File: src/rtl/mips_macros.svh
// ~~~~~~~~~~~~~~~~~~~~~~~~~~~~~~~~~~~~~~~
// widths, opcodes and APB map of the core
// included by the RTL and the testbench
// ~~~~~~~~~~~~~~~~~~~~~~~~~~~~~~~~~~~~~~~
`ifndef MIPS_MACROS_SVH
`define MIPS_MACROS_SVH

`define DATA_W        32
`define REG_ADDR_W    5
`define IMEM_DEPTH    64
`define DMEM_DEPTH    64
`define IMEM_ADDR_W   6

`define OP_RTYPE      6'h00
`define OP_ADDI       6'h08
`define OP_LW         6'h23
`define OP_SW         6'h2b
`define OP_BEQ        6'h04
`define OP_BNE        6'h05
`define OP_HALT       6'h3f

`define FN_ADD        6'h20
`define FN_SUB        6'h22
`define FN_AND        6'h24
`define FN_OR         6'h25
`define FN_SLT        6'h2a

`define APB_ADDR_W    12
`define APB_IMEM_BASE 12'h000
`define APB_REG_BASE  12'h800
`define APB_CTRL_ADDR 12'hC00

`endif

File: src/rtl/mips_pkg.sv
// ~~~~~~~~~~~~~~~~~~~~~~~~~~~~~~~~~~~~~~~
// instruction, pipeline and APB types
// imported by every unit of the core
// ~~~~~~~~~~~~~~~~~~~~~~~~~~~~~~~~~~~~~~~
`include "mips_macros.svh"

package mips_pkg;

    typedef struct packed {
        logic [5:0]             opcode;
        logic [`REG_ADDR_W-1:0] rs;
        logic [`REG_ADDR_W-1:0] rt;
        logic [`REG_ADDR_W-1:0] rd;
        logic [4:0]             shamt;
        logic [5:0]             funct;
    } r_fields_t;

    typedef struct packed {
        logic [5:0]             opcode;
        logic [`REG_ADDR_W-1:0] rs;
        logic [`REG_ADDR_W-1:0] rt;
        logic [15:0]            imm;
    } i_fields_t;

    // one word read as R fields for rd/funct or I fields for the immediate
    typedef union packed {
        r_fields_t r;
        i_fields_t i;
    } instr_u;

    typedef enum logic [2:0] {
        ALU_ADD,
        ALU_SUB,
        ALU_AND,
        ALU_OR,
        ALU_SLT
    } alu_op_e;

    typedef struct packed {
        logic valid;        // 0 marks a bubble
        logic reg_write;
        logic mem_to_reg;
        logic mem_read;
        logic mem_write;
        logic alu_src_imm;
        logic dest_rd;      // rd for R-type, rt otherwise
        logic is_branch;
    } ctrl_t;

    typedef struct packed {
        ctrl_t                  ctrl;
        logic [`DATA_W-1:0]     a;
        logic [`DATA_W-1:0]     b;
        logic [`DATA_W-1:0]     imm;
        logic [5:0]             funct;
        logic [`REG_ADDR_W-1:0] dest;
        logic                   is_load;
    } id_ex_t;

    typedef struct packed {
        ctrl_t                  ctrl;
        logic [`DATA_W-1:0]     alu_result;
        logic [`DATA_W-1:0]     store_data;
        logic [`REG_ADDR_W-1:0] dest;
    } ex_mem_t;

    typedef struct packed {
        ctrl_t                  ctrl;
        logic [`DATA_W-1:0]     alu_result;
        logic [`DATA_W-1:0]     load_data;
        logic [`REG_ADDR_W-1:0] dest;
    } mem_wb_t;

    typedef struct packed {
        logic                   we;
        logic [`REG_ADDR_W-1:0] dest;
        logic [`DATA_W-1:0]     data;
    } wb_t;

    typedef struct packed {
        logic [`APB_ADDR_W-1:0] paddr;
        logic                   psel;
        logic                   penable;
        logic                   pwrite;
        logic [`DATA_W-1:0]     pwdata;
    } apb_req_t;

    typedef struct packed {
        logic [`DATA_W-1:0]     prdata;
        logic                   pready;
        logic                   pslverr;
    } apb_rsp_t;

endpackage

File: src/rtl/execute_unit.sv
// ~~~~~~~~~~~~~~~~~~~~~~~~~~~~~~~~~~~~~~~
// ID/EX register and the ALU
// ~~~~~~~~~~~~~~~~~~~~~~~~~~~~~~~~~~~~~~~
`timescale 1ns/1ps
`include "mips_macros.svh"

module execute_unit import mips_pkg::*; (
    input  logic    SYS_clk,
    input  logic    SYS_reset,
    input  logic    start,
    input  logic    stall,
    input  id_ex_t  id_ex,
    output ex_mem_t ex_mem
);
    id_ex_t             idex_q;
    alu_op_e            alu_op;
    logic [`DATA_W-1:0] alu_b;
    logic [`DATA_W-1:0] alu_y;

    always_ff @(posedge SYS_clk)
    begin
        if (SYS_reset || start || stall)
            idex_q.ctrl <= '0;                   // bubble
        else
            idex_q <= id_ex;
    end

    always_comb
    begin
        alu_op = ALU_ADD;                        // addi, lw, sw address add
        if (idex_q.ctrl.dest_rd && !idex_q.is_load)
        begin
            case (idex_q.funct)
                `FN_SUB: alu_op = ALU_SUB;
                `FN_AND: alu_op = ALU_AND;
                `FN_OR:  alu_op = ALU_OR;
                `FN_SLT: alu_op = ALU_SLT;
                default: alu_op = ALU_ADD;
            endcase
        end
    end

    assign alu_b = idex_q.ctrl.alu_src_imm ? idex_q.imm : idex_q.b;

    always_comb
    begin
        case (alu_op)
            ALU_SUB: alu_y = idex_q.a - alu_b;
            ALU_AND: alu_y = idex_q.a & alu_b;
            ALU_OR:  alu_y = idex_q.a | alu_b;
            ALU_SLT: alu_y = {{(`DATA_W-1){1'b0}}, $signed(idex_q.a) < $signed(alu_b)};
            default: alu_y = idex_q.a + alu_b;
        endcase
    end

    always_comb
    begin
        ex_mem.ctrl       = idex_q.ctrl;
        ex_mem.alu_result = alu_y;
        ex_mem.store_data = idex_q.b;
        ex_mem.dest       = idex_q.dest;
    end

endmodule

File: config.mk
export PLATFORM = sky130hd
export DESIGN_NAME = execute_unit
export DESIGN_NICKNAME = d
export VERILOG_FILES = /design/src/rtl/mips_pkg.sv /design/src/rtl/execute_unit.sv
export VERILOG_INCLUDE_DIRS = /design/src /design/src/rtl
export SDC_FILE = /design/constraint.sdc
export NUM_CORES = 1
export LEC_CHECK = 0
export BUFFER_PORTS_ARGS = -buffer_cell sky130_fd_sc_hd__buf_4
export CAP_MARGIN = 20
export CORE_MARGIN = 8
export CORE_UTILIZATION = 45
export DETAILED_ROUTE_END_ITERATION = 8
export GPL_TIMING_DRIVEN = 1
export HOLD_SLACK_MARGIN = 0.03
export PLACE_DENSITY = 0.66
export SLEW_MARGIN = 20
export SYNTH_ARGS = -nofsm -noshare
export SYNTH_HDL_FRONTEND = slang
export SYNTH_SLANG_ARGS = --single-unit
File: constraint.sdc
create_clock -name SYS_clk -period 11.05 [get_ports SYS_clk]
set_input_delay 1.105 -clock SYS_clk [delete_from_list [all_inputs] [get_ports SYS_clk]]
set_output_delay 1.105 -clock SYS_clk [all_outputs]
set_load 0.02 [all_outputs]
==> implementation parameters, run 1 <==
Parameter                              Value

Clock network
  Count of cells resized by post-cts repair    0
  Number of setup buffers added after CTS    0
  TritonCTS clock tree    yes
  Cts bufs inserted    17
  Number of buffers inserted for hold repair after clock tree synthesis    0
  Clk slew on worst S/H paths    0.06 ns
  Number of H-tree levels    4
  Clock tree buffer depth    2
  Clock root cell    clkbuf_16
  Total number of clock tree sinks    116

Die
  Top-level I/O count    197
  Core Box Area    20200 sq um
  Die height    159 microns
  Die Span X    159 microns
  Total number of placement rows    52
  Die ar.    25300 sq um
  Initial Utilization    45.6%

Logic synthesis
  Post-synth net total    1197
  Total standard cell area after synthesis    9190 sq um
  Sequential area share after synthesis    37.0%
  Synthesized area per cell    9.40 sq um
  Number of enable flip-flop cells after synthesis    108
  Area fraction of the dominant cell type after synthesis    35.3%
  Cell taking the most area after synthesis    edfxtp_1
  Number of warnings printed during yosys synthesis    0
  Fraction of synthesis flops using an asynchronous set or reset pin    0%
  Ys flop type    edfxtp_1
  Ranking of synthesized cells by area    edfxtp_1, ha_1, mux2i_1
  Post-Synthesis Cells    978
  Register bit total from synthesis    116
  Most repeated cell in the gate-level netlist after synthesis    edfxtp_1
  Top cells by count, synth    edfxtp_1, inv_1, ha_1
  Synth cell types    76

Drt
  DR WL/cell    18.6 microns
  Wire length the detailed router placed on met1    11800 microns
  Router iterations before antenna repair    5
  Met3 wire len    1690 microns
  Wire length on met2    11900 microns
  Violation count after the first detailed-routing iteration    591
  Detailed-route via count    7898
  ANT nets after route    0
  Final routed wirelength across all metal layers    25800 microns
  Highest metal layer with signal wires    met4
  Drc violations    0
  Post-DR vias/cell    5.68

Worst setup path
  CP max stage delay    0.66 ns
  Critical-path cell with the highest stage delay    a311oi_1
  Sort of element at the end of the critical path    output port
  Buf+Inv Stages, Crit Path    3
  Worst Path Required    9.95 ns
  Critical path arrival    4.92 ns
  Most repeated library cell on the critical path    buf_4
  Kind of start point of the critical path    flop
  Top cell family by delay on the critical path    compound AO/OA/AOI/OAI gates
  Peak fanout along the critical path    33
  Ordered list of cells on the worst path    buf_4 > mux2i_1 > inv_1 > ha_1 > fa_1 > nor2_1 > o221ai_1 > a21oi_1 > o211ai_1 > a311oi_1 > a211oi_1 > and2_1 > o32ai_1 > buf_4
  Worst setup path class    reg -> out

Placement
  Count of input and output buffers    196
  RePlAce Congestion    0.915
  Worst setup timing slack at the placement stage    5.48 ns
  Hpwl dp    19300 microns
  Total instance count after detailed placement    1358
  Post-DP Area    10500 sq um

Finish
  Growth of design area from synthesis to finish    21.2%
  Post-layout instance area    11100 sq um
  Antenna cells    0
  Layout filler cell count    1858
  Final standard cell utilization of the core    55.2%
  Final non-filler cell total    1390
  Layout cell share with drive strength beyond 1    23.2%
  Total number of nets in the final design    1326

Pwr
  Leakage power of the design    4.85 nW
  Worst ir drop on vdd    0.0000947 V
  Power density over the cells    130 nW/um^2
  Sum of internal, switching and leakage power    1.45 mW

Hold path
  Number of instances on the worst hold path    1
  Hold Path Sink    idex_q[36]
  Hold wc startpoint    id_ex[36]
  Type of the worst min-delay path    in -> reg

Flow run
  Max-cap violation count    0

Timing
  Max-slew violation count    0
  Final worst hold slack    0.846 ns
  Max Clock Freq    0.166 GHz
  Final hold violations    0
  Setup repair after global routing missed its margin    false
  Final worst slack    5.03 ns
  Clock period minus worst slack    6.02 ns
  Transition at the pin with the smallest max-transition slack    0.855 ns
  Final clock period utilization by the worst path    54.5%
  Max-slew headroom at the worst pin    42.4%
  Setup Total Neg Slack    0 ns
  Final setup viols    0

Global routing
  Wire length of the first global-routing pass    41100 microns
  Vias in the first global route    7766
  Remaining global-route overflow    0
  Initial antenna violation count    0
  Total track usage    19.9%
  Pin count of the biggest net entering global routing    60

Status
  Status    finished, final reports clean
registers in the layout (all words and copies together), names as in the netlist:
register  flops
ex_mem       45
idex_q       71
routing by layer:
metal	global-route usage [%]	up-vias
met5	0	-
met4	6.90	0
met3	4.40	25
met2	31.6	297
met1	26.2	3764
li1	-	3812
layout by cell type, fill, tap and decap left out, types with 4 or more instances in the layout:
cell,netlist,final
nand2_1,50,50
inv_1,104,104
nor2_1,75,75
a211oi_1,14,14
or2_2,5,5
edfxtp_1,108,108
nand2b_1,8,8
clkinv_4,0,4
nor2b_1,9,9
o21a_1,7,7
dfxtp_1,8,7
clkbuf_16,0,17
a21boi_0,4,4
o21bai_1,6,6
o311a_1,4,4
o31ai_1,7,7
a221oi_1,16,16
o211ai_1,10,10
nand4_1,8,8
nor3_1,15,13
o221ai_1,9,9
or3_1,4,4
o2111ai_1,4,4
o22ai_1,27,27
o21ai_0,55,55
a22oi_1,5,5
a21oi_1,56,55
buf_4,46,205
o221a_2,6,6
ha_1,97,97
a31oi_1,11,11
a21o_1,16,16
nand3_1,9,9
o211a_1,4,4
mux2i_1,48,48
nor4b_1,4,4
and2_1,10,10
how the worst max path moves through the flow:
stage,start,endpoint,depth (start not counted)
floorplan,start,ex_mem[0],1
global route,ex_mem[71],ex_mem[67],14
global placement,ex_mem[71],ex_mem[67],14
CTS,ex_mem[71],ex_mem[67],14
finish,ex_mem[71],ex_mem[67],14
detailed placement,ex_mem[71],ex_mem[67],14
cells by family (layout without fill, tap and decap cells):
| kind of cell | after synthesis | in the layout | share of synthesized area (%) |
|---|---|---|---|
| xor+xnor | 2 | 2 | 0.191 |
| mux | 50 | 50 | 5.47 |
| compound gates | 294 | 294 | 21.9 |
| fa+ha+maj | 99 | 99 | 13.6 |
| flops | 116 | 116 | 37.0 |
| simple gates | 218 | 218 | 11.6 |
| buf+inv | 199 | 341 | 10.2 |
layout make-up:
cell class                      count  area [sq um]  share of cell area (%)
Clock inverter                     14           176                    1.58
Sequential cell                   116          3400                    30.6
Inverter                          104           390                    3.50
Timing Repair Buffer              205          1540                    13.8
Clock buffer                       18           429                    3.85
Tap cell                          270           338                    3.03
Multi-Input combinational cell    663          4870                    43.7
power by group:
group / internal (mW) / leakage [nW] / switching (mW)
sequential: 0.503 / 1.06 / 0.0103
combinational: 0.153 / 3.50 / 0.217
clock: 0.356 / 0.291 / 0.213
Note: power is estimated with default switching activity, not from simulation.
==> run 2: changes to the inputs <==
--- a/config.mk
+++ b/config.mk
@@ -13,7 +13,7 @@
 export DETAILED_ROUTE_END_ITERATION = 8
 export GPL_TIMING_DRIVEN = 1
 export HOLD_SLACK_MARGIN = 0.03
-export PLACE_DENSITY = 0.66
+export PLACE_DENSITY = 0.69
 export SLEW_MARGIN = 20
 export SYNTH_ARGS = -nofsm -noshare
 export SYNTH_HDL_FRONTEND = slang
==> constraint.sdc (replaced) <==
create_clock -name SYS_clk -period 4.91 [get_ports SYS_clk]
set_input_delay 0.491 -clock SYS_clk [delete_from_list [all_inputs] [get_ports SYS_clk]]
set_output_delay 0.491 -clock SYS_clk [all_outputs]
set_load 0.02 [all_outputs]
==> implementation parameters, run 2 (same netlist as run 1, synthesis figures left out) <==
Parameter                              Value

Drt
  Post-DR vias/cell    5.72 (+0.70%)
  DR WL/cell    18.6 microns (+0.45%)
  Final routed wirelength across all metal layers    25900 microns (+0.52%)
  Detailed-route via count    7959 (+0.77%)
  Violation count after the first detailed-routing iteration    622 (+5.2%)
  ANT nets after route    0 (unchanged)
  Router iterations before antenna repair    5 (unchanged)
  Drc violations    0 (unchanged)

Clock network
  Cts bufs inserted    17 (unchanged)
  Clock tree buffer depth    2 (unchanged)
  Clk slew on worst S/H paths    0.06 ns (about the same)
  TritonCTS clock tree    yes
  Number of setup buffers added after CTS    0 (unchanged)
  Total number of clock tree sinks    116 (unchanged)
  Number of buffers inserted for hold repair after clock tree synthesis    0 (unchanged)
  Number of H-tree levels    4 (unchanged)
  Clock root cell    clkbuf_16

Worst setup path
  Most repeated library cell on the critical path    buf_4
  Sort of element at the end of the critical path    output port
  Kind of start point of the critical path    flop
  Ordered list of cells on the worst path    buf_12 > mux2i_1 > inv_1 > fa_1 > a21o_1 > a31oi_1 > buf_4 > o2111ai_1 > a21boi_2 > o31a_1 > a211oi_1 > and2_1 > o32ai_1 > buf_4
  Critical path arrival    4.18 ns (-0.74 ns)
  Peak fanout along the critical path    32 (-3.0%)
  CP max stage delay    0.44 ns (-0.22 ns)
  Buf+Inv Stages, Crit Path    4 (+1)
  Top cell family by delay on the critical path    compound AO/OA/AOI/OAI gates
  Critical-path cell with the highest stage delay    fa_1
  Worst Path Required    4.42 ns (-5.53 ns)
  Worst setup path class    reg -> out

Pwr
  Power density over the cells    284 nW/um^2 (+120%)
  Worst ir drop on vdd    0.000220 V (+130%)
  Leakage power of the design    4.84 nW (-0.16%)

Placement
  Count of input and output buffers    196 (unchanged)
  Post-DP Area    10600 sq um (+0.37%)
  Hpwl dp    19100 microns (-0.86%)
  RePlAce Congestion    0.911 (-0.50%)

Timing
  Transition at the pin with the smallest max-transition slack    1.09 ns (+0.232 ns)
  Clock period minus worst slack    4.67 ns
  Max Clock Freq    0.214 GHz
  Setup repair after global routing missed its margin    false
  Final hold violations    0 (unchanged)
  Final clock period utilization by the worst path    95.2%
  Max-slew violation count    0 (unchanged)
  Setup Total Neg Slack    0 ns (unchanged)
  Max-slew headroom at the worst pin    27.6% (-15 points)
  Final setup viols    0 (unchanged)

Hold path
  Type of the worst min-delay path    in -> reg
  Hold wc startpoint    id_ex[100]
  Number of instances on the worst hold path    1 (unchanged)
  Hold Path Sink    idex_q[100]

Finish
  Register name with the most flops    idex_q
  Most frequent standard cell in the layout excluding fill and tap cells    buf_4
  Max reg flops    71 (unchanged)
  Layout cell share with drive strength beyond 1    23.9% (+0.69 points)
  Final standard cell utilization of the core    55.3% (+0.087 points)
  Antenna cells    0 (unchanged)
  Growth of design area from synthesis to finish    21.4%
  Total number of nets in the final design    1327 (+0.075%)
  Post-layout instance area    11200 sq um (+0.16%)
  Most frequent cells in the layout    buf_4, edfxtp_1, inv_1

Global routing
  Remaining global-route overflow    0 (unchanged)
  Wire length of the first global-routing pass    41600 microns (+1.3%)
  Vias in the first global route    7930 (+2.1%)
  Pin count of the biggest net entering global routing    117 (+95%)
  Initial antenna violation count    0 (unchanged)
  Total track usage    20.1% (+0.21 points)

Die
  Die height    159 microns (unchanged)
  Die ar.    25300 sq um (unchanged)
  Die Span X    159 microns (unchanged)
  Initial Utilization    45.6% (unchanged)
  Top-level I/O count    197 (unchanged)
  Core Box Area    20200 sq um (unchanged)
  Total number of placement rows    52 (unchanged)

Flow run
  Max-cap violation count    0 (unchanged)

Status
  Status    finished, final reports clean
==> run 2: cell types whose count changed in the layout (fill, tap and decap cells not counted), moves of 2 or more <==
cell,delta
inv_6,+5
bufinv_16,-3
a2111oi_0,-2
a2111oi_2,+2
buf_12,+2
clkinv_4,-2
==> run 2: what timing repair did <==
item                                   in CTS  in global routing
pin swaps                                   0                  1
setup endpoints to repair                   1                  6
endpoints found under the hold margin       0                  0
resized for setup                           1                  7
==> run 2: layer usage <==
layer,wire length [microns],share of wire (%),track usage [%]
met1,11300,43,25.4
met2,12200,47,32.8
met3,1910,7.4,5.17
met4,552,2.1,6.90
met5,0,0,0
==> run 2: worst max path at each step <==
| stage | cells past startpoint | slack, ns | startpoint | to |
|---|---|---|---|---|
| 3_5_place_dp | 13 | 0.45 | ex_mem[71] | ex_mem[67] |
| 2_1_floorplan | 14 | 0.42 | ex_mem[71] | ex_mem[67] |
| 3_3_place_gp | 13 | 0.62 | ex_mem[71] | ex_mem[67] |
| 5_1_grt | 12 | 0.03 | ex_mem[71] | ex_mem[67] |
| 4_1_cts | 12 | 0.08 | ex_mem[71] | ex_mem[64] |
| 6_report | 14 | 0.24 | ex_mem[71] | ex_mem[67] |
==> run 2: per-stage QoR <==
stage / worst slack [ns] / hold WS [ns] / std cells / power, mW
after CTS: 0.0848 / 0.208 / 1391 / 3.20
after global placement: 0.617 / 0.669 / 1359 / 2.00
after floorplan: 0.422 / 0.590 / 978 / 1.72
final: 0.238 / 0.230 / 1391 / 3.17
after global routing: 0.0258 / 0.209 / 1391 / 3.32
after detailed placement: 0.445 / 0.670 / 1359 / 2.00
==> run 2: cell type report <==
type / count / area, sq um
fillers: 1878 / 9010
multi-input cells: 663 / 4900
flip-flops and latches: 116 / 3400
repair buffers: 206 / 1570
clock buffers: 18 / 439
inverters: 104 / 390
well taps: 270 / 338
clock inverters: 14 / 115
==> run 2: where the power goes <==
group	internal, mW	switching [mW]	total (mW)	leakage (nW)
combinational	0.348	0.492	0.840	3.52
clock	0.670	0.501	1.17	0.266
sequential	1.13	0.0234	1.16	1.06
