==> src/rtl/mips_macros.svh <==
// ~~~~~~~~~~~~~~~~~~~~~~~~~~~~~~~~~~~~~~~
// widths, opcodes and APB map of the core
// included by the RTL and the testbench
// ~~~~~~~~~~~~~~~~~~~~~~~~~~~~~~~~~~~~~~~
`ifndef MIPS_MACROS_SVH
`define MIPS_MACROS_SVH

`define DATA_W        32
`define REG_ADDR_W    5
`define IMEM_DEPTH    64
`define DMEM_DEPTH    64
`define IMEM_ADDR_W   6

`define OP_RTYPE      6'h00
`define OP_ADDI       6'h08
`define OP_LW         6'h23
`define OP_SW         6'h2b
`define OP_BEQ        6'h04
`define OP_BNE        6'h05
`define OP_HALT       6'h3f

`define FN_ADD        6'h20
`define FN_SUB        6'h22
`define FN_AND        6'h24
`define FN_OR         6'h25
`define FN_SLT        6'h2a

`define APB_ADDR_W    12
`define APB_IMEM_BASE 12'h000
`define APB_REG_BASE  12'h800
`define APB_CTRL_ADDR 12'hC00

`endif

==> src/rtl/mips_pkg.sv <==
// ~~~~~~~~~~~~~~~~~~~~~~~~~~~~~~~~~~~~~~~
// instruction, pipeline and APB types
// imported by every unit of the core
// ~~~~~~~~~~~~~~~~~~~~~~~~~~~~~~~~~~~~~~~
`include "mips_macros.svh"

package mips_pkg;

    typedef struct packed {
        logic [5:0]             opcode;
        logic [`REG_ADDR_W-1:0] rs;
        logic [`REG_ADDR_W-1:0] rt;
        logic [`REG_ADDR_W-1:0] rd;
        logic [4:0]             shamt;
        logic [5:0]             funct;
    } r_fields_t;

    typedef struct packed {
        logic [5:0]             opcode;
        logic [`REG_ADDR_W-1:0] rs;
        logic [`REG_ADDR_W-1:0] rt;
        logic [15:0]            imm;
    } i_fields_t;

    // one word read as R fields for rd/funct or I fields for the immediate
    typedef union packed {
        r_fields_t r;
        i_fields_t i;
    } instr_u;

    typedef enum logic [2:0] {
        ALU_ADD,
        ALU_SUB,
        ALU_AND,
        ALU_OR,
        ALU_SLT
    } alu_op_e;

    typedef struct packed {
        logic valid;        // 0 marks a bubble
        logic reg_write;
        logic mem_to_reg;
        logic mem_read;
        logic mem_write;
        logic alu_src_imm;
        logic dest_rd;      // rd for R-type, rt otherwise
        logic is_branch;
    } ctrl_t;

    typedef struct packed {
        ctrl_t                  ctrl;
        logic [`DATA_W-1:0]     a;
        logic [`DATA_W-1:0]     b;
        logic [`DATA_W-1:0]     imm;
        logic [5:0]             funct;
        logic [`REG_ADDR_W-1:0] dest;
        logic                   is_load;
    } id_ex_t;

    typedef struct packed {
        ctrl_t                  ctrl;
        logic [`DATA_W-1:0]     alu_result;
        logic [`DATA_W-1:0]     store_data;
        logic [`REG_ADDR_W-1:0] dest;
    } ex_mem_t;

    typedef struct packed {
        ctrl_t                  ctrl;
        logic [`DATA_W-1:0]     alu_result;
        logic [`DATA_W-1:0]     load_data;
        logic [`REG_ADDR_W-1:0] dest;
    } mem_wb_t;

    typedef struct packed {
        logic                   we;
        logic [`REG_ADDR_W-1:0] dest;
        logic [`DATA_W-1:0]     data;
    } wb_t;

    typedef struct packed {
        logic [`APB_ADDR_W-1:0] paddr;
        logic                   psel;
        logic                   penable;
        logic                   pwrite;
        logic [`DATA_W-1:0]     pwdata;
    } apb_req_t;

    typedef struct packed {
        logic [`DATA_W-1:0]     prdata;
        logic                   pready;
        logic                   pslverr;
    } apb_rsp_t;

endpackage

==> src/rtl/apb_host_port.sv <==
// ~~~~~~~~~~~~~~~~~~~~~~~~~~~~~~~~~~~~~~~
// zero-wait APB slave for program load,
// run control, status and register read-back
// ~~~~~~~~~~~~~~~~~~~~~~~~~~~~~~~~~~~~~~~
`timescale 1ns/1ps
`include "mips_macros.svh"

module apb_host_port import mips_pkg::*; (
    input  logic                    SYS_clk,
    input  logic                    SYS_reset,
    input  apb_req_t                apb_req,
    output apb_rsp_t                apb_rsp,
    output logic                    imem_we,
    output logic [`IMEM_ADDR_W-1:0] imem_idx,
    output logic [`DATA_W-1:0]      imem_word,
    output logic                    start,
    output logic                    run,
    input  logic                    halted,
    output logic [`REG_ADDR_W-1:0]  dbg_idx,
    input  logic [`DATA_W-1:0]      dbg_data
);
    localparam logic [`APB_ADDR_W-1:0] IMEM_BASE = `APB_IMEM_BASE;
    localparam logic [`APB_ADDR_W-1:0] REG_BASE  = `APB_REG_BASE;
    localparam logic [`APB_ADDR_W-1:0] CTRL_ADDR = `APB_CTRL_ADDR;
    localparam int IMEM_LSB = `IMEM_ADDR_W + 2;   // byte window of the imem
    localparam int REG_LSB  = `REG_ADDR_W + 2;

    logic access;
    logic wr;
    logic imem_hit;
    logic reg_hit;
    logic ctrl_hit;

    assign access   = apb_req.psel && apb_req.penable;   // second phase of a transfer
    assign wr       = access && apb_req.pwrite;
    assign imem_hit = apb_req.paddr[`APB_ADDR_W-1:IMEM_LSB] == IMEM_BASE[`APB_ADDR_W-1:IMEM_LSB];
    assign reg_hit  = apb_req.paddr[`APB_ADDR_W-1:REG_LSB] == REG_BASE[`APB_ADDR_W-1:REG_LSB];
    assign ctrl_hit = apb_req.paddr == CTRL_ADDR;

    always_ff @(posedge SYS_clk)
    begin
        if (SYS_reset)
            run <= 1'b0;
        else if (wr && ctrl_hit)
            run <= apb_req.pwdata[0];
    end

    assign start     = wr && ctrl_hit && apb_req.pwdata[0] && !run;   // only from stopped
    assign imem_we   = wr && imem_hit && !run;
    assign imem_idx  = apb_req.paddr[IMEM_LSB-1:2];
    assign imem_word = apb_req.pwdata;
    assign dbg_idx   = apb_req.paddr[REG_LSB-1:2];

    always_comb
    begin
        apb_rsp.pready  = access;
        apb_rsp.pslverr = access && (!(imem_hit || reg_hit || ctrl_hit)
                                     || (wr && imem_hit && run)   // program is locked
                                     || (wr && reg_hit));         // window is read only
        apb_rsp.prdata  = '0;
        if (access && !apb_req.pwrite)
        begin
            if (reg_hit)
                apb_rsp.prdata = dbg_data;
            else if (ctrl_hit)
                apb_rsp.prdata = {{(`DATA_W-2){1'b0}}, halted, run};
        end
    end

endmodule

==> config.mk <==
export PLATFORM = sky130hd
export DESIGN_NAME = apb_host_port
export DESIGN_NICKNAME = d
export VERILOG_FILES = /design/src/rtl/mips_pkg.sv /design/src/rtl/apb_host_port.sv
export VERILOG_INCLUDE_DIRS = /design/src /design/src/rtl
export SDC_FILE = /design/constraint.sdc
export NUM_CORES = 1
export LEC_CHECK = 0
export BUFFER_PORTS_ARGS = -buffer_cell sky130_fd_sc_hd__buf_2
export CAP_MARGIN = 40
export CELL_PAD_IN_SITES_DETAIL_PLACEMENT = 0
export CELL_PAD_IN_SITES_GLOBAL_PLACEMENT = 1
export CORE_MARGIN = 1
export CORE_UTILIZATION = 12
export DETAILED_ROUTE_END_ITERATION = 6
export GPL_ROUTABILITY_DRIVEN = 1
export PLACE_DENSITY_LB_ADDON = 0.1
export SLEW_MARGIN = 20
export SYNTH_ARGS = -nofsm -noshare
export SYNTH_HDL_FRONTEND = slang
export SYNTH_SLANG_ARGS = --single-unit
==> constraint.sdc <==
create_clock -name SYS_clk -period 1.25 [get_ports SYS_clk]
set_clock_uncertainty 0.05 [all_clocks]
set_input_delay 0 -clock SYS_clk [delete_from_list [all_inputs] [get_ports SYS_clk]]
set_output_delay 0 -clock SYS_clk [all_outputs]
set_load 0.05 [all_outputs]
==> parameters.txt, run 1 <==
Parameter                              Value

STA
  Setup repair after global routing missed its margin ... true
  Final Hold Violating Endpoints ... 0
  Post-layout worst setup margin ... -0.299 ns
  Time the worst path needs with I/O delays and setup ... between 1.5 and 2 ns
  Final Cycle Share ... 124%
  Final setup violating endpoints ... 35
  Final Slew Violations ... 0
  Post-route worst hold slack ... ~0.23 ns
  Highest Clock Rate ... between 0.6 and 0.7 GHz
  Transition time of the tightest slew-check pin ... ~0.51 ns
  Max transition margin ... about 66%

Global route
  Via count of the first global-routing pass ... about 1000
  Global-route wire length before repair ... 4290 microns
  Antenna violations before repair ... 0
  Total grt overflow ... 0
  Global Route Usage Sum ... around 7.9%
  Pin count of the biggest net entering global routing ... 33

Floorplan
  Starting density of the core ... 12.7%
  Die width ... approximately 82 microns
  Height of the die ... a little over 80 microns
  Die area ... 6750 sq um
  Area of the core ... between 6000 and 7000 sq um
  Cell row count ... 28
  Number of I/O pins ... ~160

Logic synthesis
  Number of instances in the synthesized netlist ... between 100 and 150
  Mapped Nets ... 184
  Most area-hungry cell type in the Yosys netlist ... sky130_fd_sc_hd__buf_4
  Part of the Yosys area used for sequential elements ... under 10%
  Synthesized area ... ~770 sq um
  Count of yosys warnings during synthesis ... 0
  Post-synth top flop ... sky130_fd_sc_hd__dfxtp_1
  Count of cell types in the netlist ... 22
  Post-synthesis average cell area ... 7.56 sq um
  EDFF count, synth ... 0
  Dominant cells by area after synthesis ... sky130_fd_sc_hd__buf_4 (43%), sky130_fd_sc_hd__and2_2 (29%), sky130_fd_sc_hd__nor4_4 (2.8%)
  Async set-or-reset flop fraction in the synthesized netlist ... 0%
  Portion of synthesized cell area occupied by the leading cell type ... between 40% and 50%
  Flops & latches, synth ... 1

Route
  Detailed-route via count ... 1047
  Initial DRT Pass Iterations ... 2
  Number of remaining DRC errors ... 0
  Via count normalized by instance count ... ~3.8
  Detailed router's first-iteration violation count ... 6
  WL/cell ... around 12 microns
  Antenna-violating nets left ... 0
  Total routed wirelength ... ~3200 microns

Placed design
  Count of port buffers added during placement ... 99
  Area post-placement ... around 1200 sq um
  Total placed cells including tap cells ... around 240
  GPL Wtd Cong ... 0.617
  HPWL reported at the end of detailed placement ... ~2400 microns
  Pre-CTS WS ... -0.415 ns

Final layout
  Biggest registers after layout ... run x1
  Final Non-Filler Cells ... 273
  Largest Register ... run
  Total non-filler cell area in the finished layout ... about 1900 sq um
  Antenna diode count ... 0
  Total Nets Final ... approximately 280
  Layout cell share with drive strength beyond 1 ... 78.8%
  Area added between synthesis and finish ... 142%
  Largest register FFs ... 1

Clock tree
  Clock network latency to the later pin of the worst-skew pair ... 0 ns
  CTS clk-pin slew, worst paths ... 0 ns

Run
  Max-capacitance violation count ... 0

Setup path
  Largest fanout of any net on the critical path ... 32
  Worst setup SP type ... input port
  Data required time of the critical path ... approximately 1.2 ns
  Capturing element type of the critical path ... output port
  Slack of the worst reg-to-reg path ... 0.53 ns
  Worst endpoint data arrival time ... 1.50 ns
  Type of the setup path with the least slack ... input port to output port
  Worst R2R Path Depth ... 2

Power and ir drop
  Static Leakage ... approximately 0.0009 uW
  Post-route total power ... about 570 uW
  Max rail drop VDD ... between 0.00015 and 0.0002 V
  Pwr dens ... 306 nW/um^2

Outcome
  Violated checks ... setup timing
  Result of the run ... complete, but fails checks

Hold path
  Hold depth ... 3
  Min-Delay Path Class ... input port to register
==> Yosys cell counts (2+ instances only) <==
master                      n
sky130_fd_sc_hd__a32o_1     2
sky130_fd_sc_hd__and2_2    30
sky130_fd_sc_hd__buf_4     44
sky130_fd_sc_hd__clkbuf_2   3
sky130_fd_sc_hd__inv_1      2
sky130_fd_sc_hd__nand2b_1   2
sky130_fd_sc_hd__nor2_1     2
sky130_fd_sc_hd__nor3_1     2
sky130_fd_sc_hd__or4_1      2
==> final timing paths <==
check,from,endpoint
worst min-delay path,SYS_reset,run
worst min register to register,run,run
worst max-delay path,apb_req[42],apb_rsp[5]
worst max register to register,run,run
==> what timing repair did <==
item / CTS / global route
cloned: 0 / 0
gates resized for setup: 102 / 3
endpoints found under the hold margin: 31 / 0
hold buffers: 31 / 0
setup endpoints to repair: 36 / 36
setup buffers: 1 / 0
pin swaps: 2 / 0
==> worst max-delay path, stage by stage <==
cell and delay [ns]:
sky130_fd_sc_hd__buf_6 0.09, sky130_fd_sc_hd__or4b_4 0.58, sky130_fd_sc_hd__nor4_4 0.28, sky130_fd_sc_hd__buf_12 0.22, sky130_fd_sc_hd__and2_4 0.17, sky130_fd_sc_hd__buf_8 0.14
==> per-stage QoR <==
| stage | TNS [ns] | util, % |
|---|---|---|
| 2_1_floorplan | -4.47 | - |
| 3_3_place_gp | -13.16 | 19.6 |
| 3_5_place_dp | -13.86 | 19.6 |
| 4_1_cts | -10.17 | 30.6 |
| 5_1_grt | -11.92 | 30.8 |
| 6_report | -9.76 | 30.8 |
==> final cells by class <==
type                       instances  area (sq um)
fill                             637          4200
timing repair buffer             143          1250
multi-input combinational         52           492
tap                               75          93.8
sequential                         1          21.3
inverter                           2          7.51
==> cell families (layout without fill, tap and decap cells) <==
kind of cell | Yosys count | after routing | synth area share [%]
buffers and inverters | 49 | 145 | 45.8
DFF | 1 | 1 | 2.60
muxes | 1 | 1 | 1.30
and+or+nand+nor | 46 | 46 | 44.5
AOI/OAI and AO/OA | 5 | 5 | 5.85
==> power by group <==
group	internal, uW	switching, uW	total, uW
Combinational	175	363	538
Clock	0	0	0
Sequential	32.5	0.00216	32.5
Total	208	363	571
==> cells in the final DEF, fill, tap and decap left out, types with 2 or more instances in the layout <==
cell type,instances
sky130_fd_sc_hd__or4_4,2
sky130_fd_sc_hd__dlygate4sd3_1,31
sky130_fd_sc_hd__a32o_2,2
sky130_fd_sc_hd__nand2b_1,2
sky130_fd_sc_hd__inv_1,2
sky130_fd_sc_hd__buf_4,13
sky130_fd_sc_hd__or4b_4,2
sky130_fd_sc_hd__buf_2,63
sky130_fd_sc_hd__buf_6,5
sky130_fd_sc_hd__nor4_4,2
sky130_fd_sc_hd__buf_8,30
sky130_fd_sc_hd__and2_4,30
sky130_fd_sc_hd__nor2_1,2
==> layer usage <==
layer	global-route usage (%)	routed length [microns]	share of wire, %
met4	0	0	0
met1	8.06	1010	32
met3	0.659	382	12
met2	17.6	1780	56
met5	0	0	0
(Power assumes the default switching activity.)
==> run 2: changes to the inputs <==
--- a/config.mk
+++ b/config.mk
@@ -10,11 +10,13 @@
 export CAP_MARGIN = 40
 export CELL_PAD_IN_SITES_DETAIL_PLACEMENT = 0
 export CELL_PAD_IN_SITES_GLOBAL_PLACEMENT = 1
+export CORE_ASPECT_RATIO = 0.75
 export CORE_MARGIN = 1
 export CORE_UTILIZATION = 12
 export DETAILED_ROUTE_END_ITERATION = 6
 export GPL_ROUTABILITY_DRIVEN = 1
 export PLACE_DENSITY_LB_ADDON = 0.1
+export SKIP_LAST_GASP = 1
 export SLEW_MARGIN = 20
 export SYNTH_ARGS = -nofsm -noshare
 export SYNTH_HDL_FRONTEND = slang
==> run 2 against run 1 <==
Against the previous run: the flow still finishes with violations (setup timing); fmax increased by 0.85%; design area decreased by 12%; sequential share of layout area increased by 0.16 points; critical path depth unchanged; global-route usage increased by 0.24 points; sequential power about the same; largest power group unchanged; via count decreased by 4.5%; first-iteration DRC count increased by 130%; utilization decreased by 3.5 points; routed wire length decreased by 3.1%; register-to-register slack improved by 0.04 ns; worst setup slack improved by 0.013 ns.
==> parameters.txt, run 2 (synthesis results as in run 1) <==
Parameter                              Value

Power and ir drop
  Max rail drop VDD ... roughly 0.0002 V
  Sequential Power Share ... 5.7%
  Switching share of total power ... ~64%
  Pwr dens ... about 350 nW/um^2
  Clock network fraction of design power ... 0%
  Net switching power ... 361 uW
  Internal Dissipation ... 206 uW
  Static Leakage ... 0.000857 uW
  Combinational share of power ... 94.3%

Hold path
  Hold depth ... 3
  Source of the worst hold timing path ... SYS_reset
  Worst min-delay path endpoint ... run
  Min-Delay Path Class ... input port to register

STA
  Final Cycle Share ... 123%
  Setup repair after global routing missed its margin ... true
  Final Hold Violating Endpoints ... 0
  Time the worst path needs with I/O delays and setup ... roughly 1.5 ns
  Final Slew Violations ... 0
  Max transition margin ... about two thirds
  Final setup violating endpoints ... 35
  Post-layout worst setup margin ... -0.286 ns
  Highest Clock Rate ... 0.651 GHz
  Transition time of the tightest slew-check pin ... approximately 0.51 ns

Global route
  Pin count of the biggest net entering global routing ... 33
  Global Route Usage Sum ... between 8 and 9%
  Antenna violations before repair ... 0
  Via count of the first global-routing pass ... about 930
  Global-route wire length before repair ... 4490 microns
  Total grt overflow ... 0

Final layout
  Biggest registers after layout ... run x1
  Area added between synthesis and finish ... 112%
  Most frequent standard cell in the layout excluding fill and tap cells ... sky130_fd_sc_hd__buf_2
  Util after Layout ... between 20% and 30%
  Total non-filler cell area in the finished layout ... 1640 sq um
  Total Nets Final ... 280
  Commonest cells after routing, fill and taps aside ... sky130_fd_sc_hd__buf_2 (63), sky130_fd_sc_hd__buf_4 (39), sky130_fd_sc_hd__dlygate4sd3_1 (31)
  Antenna diode count ... 0
  Largest Register ... run
  Layout cell share with drive strength beyond 1 ... about four fifths
  Largest register FFs ... 1

Route
  Via count normalized by instance count ... around 3.6
  Detailed-route via count ... 1000
  Initial DRT Pass Iterations ... 4
  Number of remaining DRC errors ... 0
  WL/cell ... roughly 11 microns
  Antenna-violating nets left ... 0
  Detailed router's first-iteration violation count ... 14
  Total routed wirelength ... just over 3000 microns

Placed design
  Area post-placement ... between 1000 and 1500 sq um
  Count of port buffers added during placement ... 99
  GPL Wtd Cong ... about 0.66

Setup path
  Worst path slowest cell ... sky130_fd_sc_hd__or4b_4
  Worst endpoint data arrival time ... around 1.5 ns
  Start point of the critical path ... apb_req[42]
  Crit-path leading delay family ... simple AND/OR/NAND/NOR gates
  Capturing element type of the critical path ... output port
  Crit path largest cell delay ... around 0.55 ns
  Data required time of the critical path ... roughly 1.2 ns
  Type of the setup path with the least slack ... input port to output port
  CP Depth ... 6
  Slack of the worst reg-to-reg path ... approximately 0.57 ns
  Endpoint of the worst register-to-register path ... run
  Largest fanout of any net on the critical path ... 32
  Origin of the critical flop-to-flop path ... run
  Number of buffer and inverter instances along the worst setup path ... 3
  Cell-by-cell trace of the critical path ... buf_6 > or4b_4 > nor4_4 > buf_12 > and2_4 > buf_4
  Worst setup SP type ... input port
  Worst R2R Path Depth ... 2

Run
  Max-capacitance violation count ... 0

Floorplan
  Number of I/O pins ... around 160
  Cell row count ... 24
  Area of the core ... between 6000 and 7000 sq um
  Die width ... around 95 microns
  Height of the die ... about 71 microns
  Starting density of the core ... between 10% and 20%
  Die area ... 6750 sq um

Outcome
  Result of the run ... complete, but fails checks
  Violated checks ... setup timing

Clock tree
  CTS clk-pin slew, worst paths ... 0 ns
  Clock network latency to the later pin of the worst-skew pair ... 0 ns
  Post-CTS Setup Inserts ... 0
==> run 2: cell count changes in the layout (fill, tap and decap cells not counted) <==
cell                    change
sky130_fd_sc_hd__buf_8     -29
sky130_fd_sc_hd__buf_4     +26
sky130_fd_sc_hd__or4_1      +1
sky130_fd_sc_hd__or4_4      -1
sky130_fd_sc_hd__buf_6      +1
==> run 2: final cells by class <==
class                           count  area (sq um)
Sequential cell                     1          21.3
Inverter                            2          7.51
Tap cell                           78          97.6
Multi-Input combinational cell     52           488
Timing Repair Buffer              141          1020
Fill cell                         648          4370
==> run 2: stage by stage <==
| stage | setup WS [ns] | std cells | TNS, ns | total power (uW) | hold WS (ns) |
|---|---|---|---|---|---|
| 2_1_floorplan | -0.142 | 102 | -4.47 | 451 | 0.0972 |
| 3_3_place_gp | -0.378 | 244 | -12.66 | 287 | -0.0497 |
| 3_5_place_dp | -0.376 | 244 | -12.80 | 288 | -0.0497 |
| 4_1_cts | -0.296 | 274 | -9.76 | 571 | 0.219 |
| 5_1_grt | -0.359 | 274 | -11.81 | 593 | 0.251 |
| 6_report | -0.286 | 274 | -9.44 | 568 | 0.214 |
==> run 2: layer usage <==
layer | global-route usage, % | vias up | routed length, microns
met5 | 0 | - | 0
met2 | 16.1 | 81 | 1680
met4 | 0.505 | 0 | 22
met3 | 0.637 | 2 | 294
li1 | - | 477 | -
met1 | 9.87 | 440 | 1070
==> run 2: power by group through the flow <==
stage                     Combinational (uW)  Sequential, uW  Clock (uW)
final                                    535            32.5           0
after global routing                     560            32.5           0
after CTS                                538            32.5           0
after detailed placement                 256            32.5           0
after global placement                   255            32.5           0
after floorplan                          418            32.6           0
==> run 2: how the worst max path moves through the flow <==
stage                        endpoint
after floorplan           apb_rsp[10]
after global placement            run
after detailed placement  apb_rsp[22]
after CTS                 apb_rsp[22]
after global routing      apb_rsp[11]
final                      apb_rsp[4]
==> run 2: repair_timing <==
item | CTS | global route
hold endpoints to repair | 31 | 0
pin swaps | 3 | 0
resized for setup | 46 | 1
endpoints found under the setup margin | 36 | 36
hold buffers | 31 | 0
==> run 2: tightest hold or removal path, stage by stage <==
cell	delay, ns
sky130_fd_sc_hd__buf_2	0.08
sky130_fd_sc_hd__nand2b_1	0.08
sky130_fd_sc_hd__mux2i_1	0.05
==> run 3: changes to the inputs <==
--- a/config.mk
+++ b/config.mk
@@ -10,12 +10,12 @@
 export CAP_MARGIN = 40
 export CELL_PAD_IN_SITES_DETAIL_PLACEMENT = 0
 export CELL_PAD_IN_SITES_GLOBAL_PLACEMENT = 1
-export CORE_ASPECT_RATIO = 0.75
 export CORE_MARGIN = 1
 export CORE_UTILIZATION = 12
 export DETAILED_ROUTE_END_ITERATION = 6
 export GPL_ROUTABILITY_DRIVEN = 1
 export PLACE_DENSITY_LB_ADDON = 0.1
+export SETUP_SLACK_MARGIN = 0.2
 export SKIP_LAST_GASP = 1
 export SLEW_MARGIN = 20
 export SYNTH_ARGS = -nofsm -noshare
==> run 3 against run 2 <==
Against the previous run: sequential cell count stayed put; largest power group unchanged; sequential share of layout area is 0.069 points lower; critical path type unchanged; largest cell class unchanged; worst setup slack worse by 0.031 ns; register-to-register slack hardly changed; the run still ends with setup timing left; die area hardly changed; sequential power hardly changed; total power is 3.4% higher; critical endpoint is now apb_rsp[31].
==> parameters.txt, run 3 (synthesis results as in run 1) <==
Parameter                              Value

Setup path
  Worst R2R Path Depth ... 2
  Capturing element type of the critical path ... output port
  Worst setup SP type ... input port
  Endpoint of the worst register-to-register path ... run
  Slack of the worst reg-to-reg path ... between 0.5 and 0.6 ns
  Data required time of the critical path ... around 1.2 ns
  Worst endpoint data arrival time ... ~1.5 ns
  Largest fanout of any net on the critical path ... 32
  Type of the setup path with the least slack ... input port to output port
  Origin of the critical flop-to-flop path ... run

Placed design
  Count of port buffers added during placement ... 99
  GPL Wtd Cong ... 0.627
  HPWL reported at the end of detailed placement ... roughly 2400 microns
  Area post-placement ... roughly 1200 sq um

Global route
  Antenna violations before repair ... 0
  Via count of the first global-routing pass ... around 870
  Global Route Usage Sum ... ~7.1%
  Pin count of the biggest net entering global routing ... 33
  Total grt overflow ... 0
  Global-route wire length before repair ... 3820 microns

Final layout
  Antenna diode count ... 0
  Util after Layout ... between 20% and 30%
  Total non-filler cell area in the finished layout ... between 1500 and 2000 sq um
  Area added between synthesis and finish ... 124%
  Count of filler cells inserted in the layout ... approximately 650
  Layout cell share with drive strength beyond 1 ... between 70% and 80%
  Largest Register ... run
  Biggest registers after layout ... run x1
  Most frequent standard cell in the layout excluding fill and tap cells ... sky130_fd_sc_hd__buf_2
  Largest register FFs ... 1
  Commonest cells after routing, fill and taps aside ... sky130_fd_sc_hd__buf_2 (61), sky130_fd_sc_hd__buf_4 (39), sky130_fd_sc_hd__dlygate4sd3_1 (31)
  Total Nets Final ... approximately 290

Hold path
  Source of the worst hold timing path ... SYS_reset
  Worst min-delay path endpoint ... run
  Hold depth ... 3
  Min-Delay Path Class ... input port to register

STA
  Transition time of the tightest slew-check pin ... 0.510 ns
  Setup repair after global routing missed its margin ... true
  Final Cycle Share ... 125%
  Time the worst path needs with I/O delays and setup ... 1.57 ns
  Post-layout worst setup margin ... -0.317 ns
  Final Slew Violations ... 0
  Max transition margin ... ~66%
  Final Hold Violating Endpoints ... 0
  Highest Clock Rate ... 0.638 GHz
  Final setup violating endpoints ... 35

Route
  Total routed wirelength ... 3020 microns
  WL/cell ... 10.9 microns
  Antenna-violating nets left ... 0
  Via count normalized by instance count ... 3.76
  Number of remaining DRC errors ... 0
  Detailed router's first-iteration violation count ... 9
  Initial DRT Pass Iterations ... 2
  Detailed-route via count ... 1038

Outcome
  Violated checks ... setup timing
  Result of the run ... complete, but fails checks

Floorplan
  Area of the core ... a little over 6000 sq um
  Height of the die ... 82.1 microns
  Die width ... roughly 82 microns
  Cell row count ... 28
  Number of I/O pins ... between 150 and 200
  Starting density of the core ... about 13%
  Die area ... about 6700 sq um

Power and ir drop
  Static Leakage ... 0.000911 uW
  Pwr dens ... between 300 and 400 nW/um^2
  Max rail drop VDD ... around 0.00021 V

Run
  Max-capacitance violation count ... 0

Clock tree
  CTS clk-pin slew, worst paths ... 0 ns
  Clock network latency to the later pin of the worst-skew pair ... 0 ns
run 3: how the worst max path moves through the flow:
stage                       end  cells after the start        start
floorplan           apb_rsp[10]                      4  apb_req[42]
global placement    apb_rsp[28]                      6  apb_req[42]
detailed placement  apb_rsp[28]                      6  apb_req[42]
CTS                 apb_rsp[24]                      6  apb_req[42]
global route        apb_rsp[23]                      6  apb_req[42]
finish              apb_rsp[31]                      6  apb_req[42]
run 3: cell type report:
type,count,area [sq um],share of cell area [%]
well taps,75,93.8,5.43
multi-input cells,52,502,29.1
flip-flops and latches,1,21.3,1.23
repair buffers,146,1100,63.8
inverters,2,7.51,0.435
run 3: critical path, cell delays in order:
cell                     delay [ns]
sky130_fd_sc_hd__buf_6         0.09
sky130_fd_sc_hd__or4b_4        0.58
sky130_fd_sc_hd__nor4_4        0.28
sky130_fd_sc_hd__buf_12        0.22
sky130_fd_sc_hd__and2_4        0.15
sky130_fd_sc_hd__buf_4         0.19
run 3: through the flow:
stage | setup slack (ns) | power (uW) | setup TNS (ns) | instances | hold slack (ns)
floorplan | -0.142 | 452 | -4.46 | 102 | 0.0972
global placement | -0.389 | 294 | -13.12 | 244 | -0.0497
detailed placement | -0.408 | 294 | -13.68 | 244 | -0.0497
CTS | -0.326 | 585 | -10.90 | 276 | 0.229
global route | -0.379 | 615 | -12.78 | 276 | 0.240
finish | -0.317 | 587 | -10.60 | 276 | 0.225
run 3: power by group:
group	leakage (uW)	switching [uW]	internal (uW)
combinational	0.000903	367	188
sequential	0.00000857	0.00197	32.5
clock	0	0	0
total	0.000911	367	220
run 3: what timing repair did:
item                                    in CTS  in global routing
buffers inserted                             1                  0
resized for setup                           49                  6
hold buffers                                31                  0
endpoints found under the setup margin      36                 36
hold endpoints to repair                    31                  0
pin swaps                                    5                  4
run 3: layer usage:
| layer | up-vias | GRT usage (%) | wire length, microns |
|---|---|---|---|
| met1 | 465 | 7.36 | 962 |
| met3 | 0 | 0.769 | 373 |
| met2 | 85 | 15.7 | 1680 |
| met4 | 0 | 0 | 0 |
| li1 | 488 | - | - |
| met5 | - | 0 | 0 |
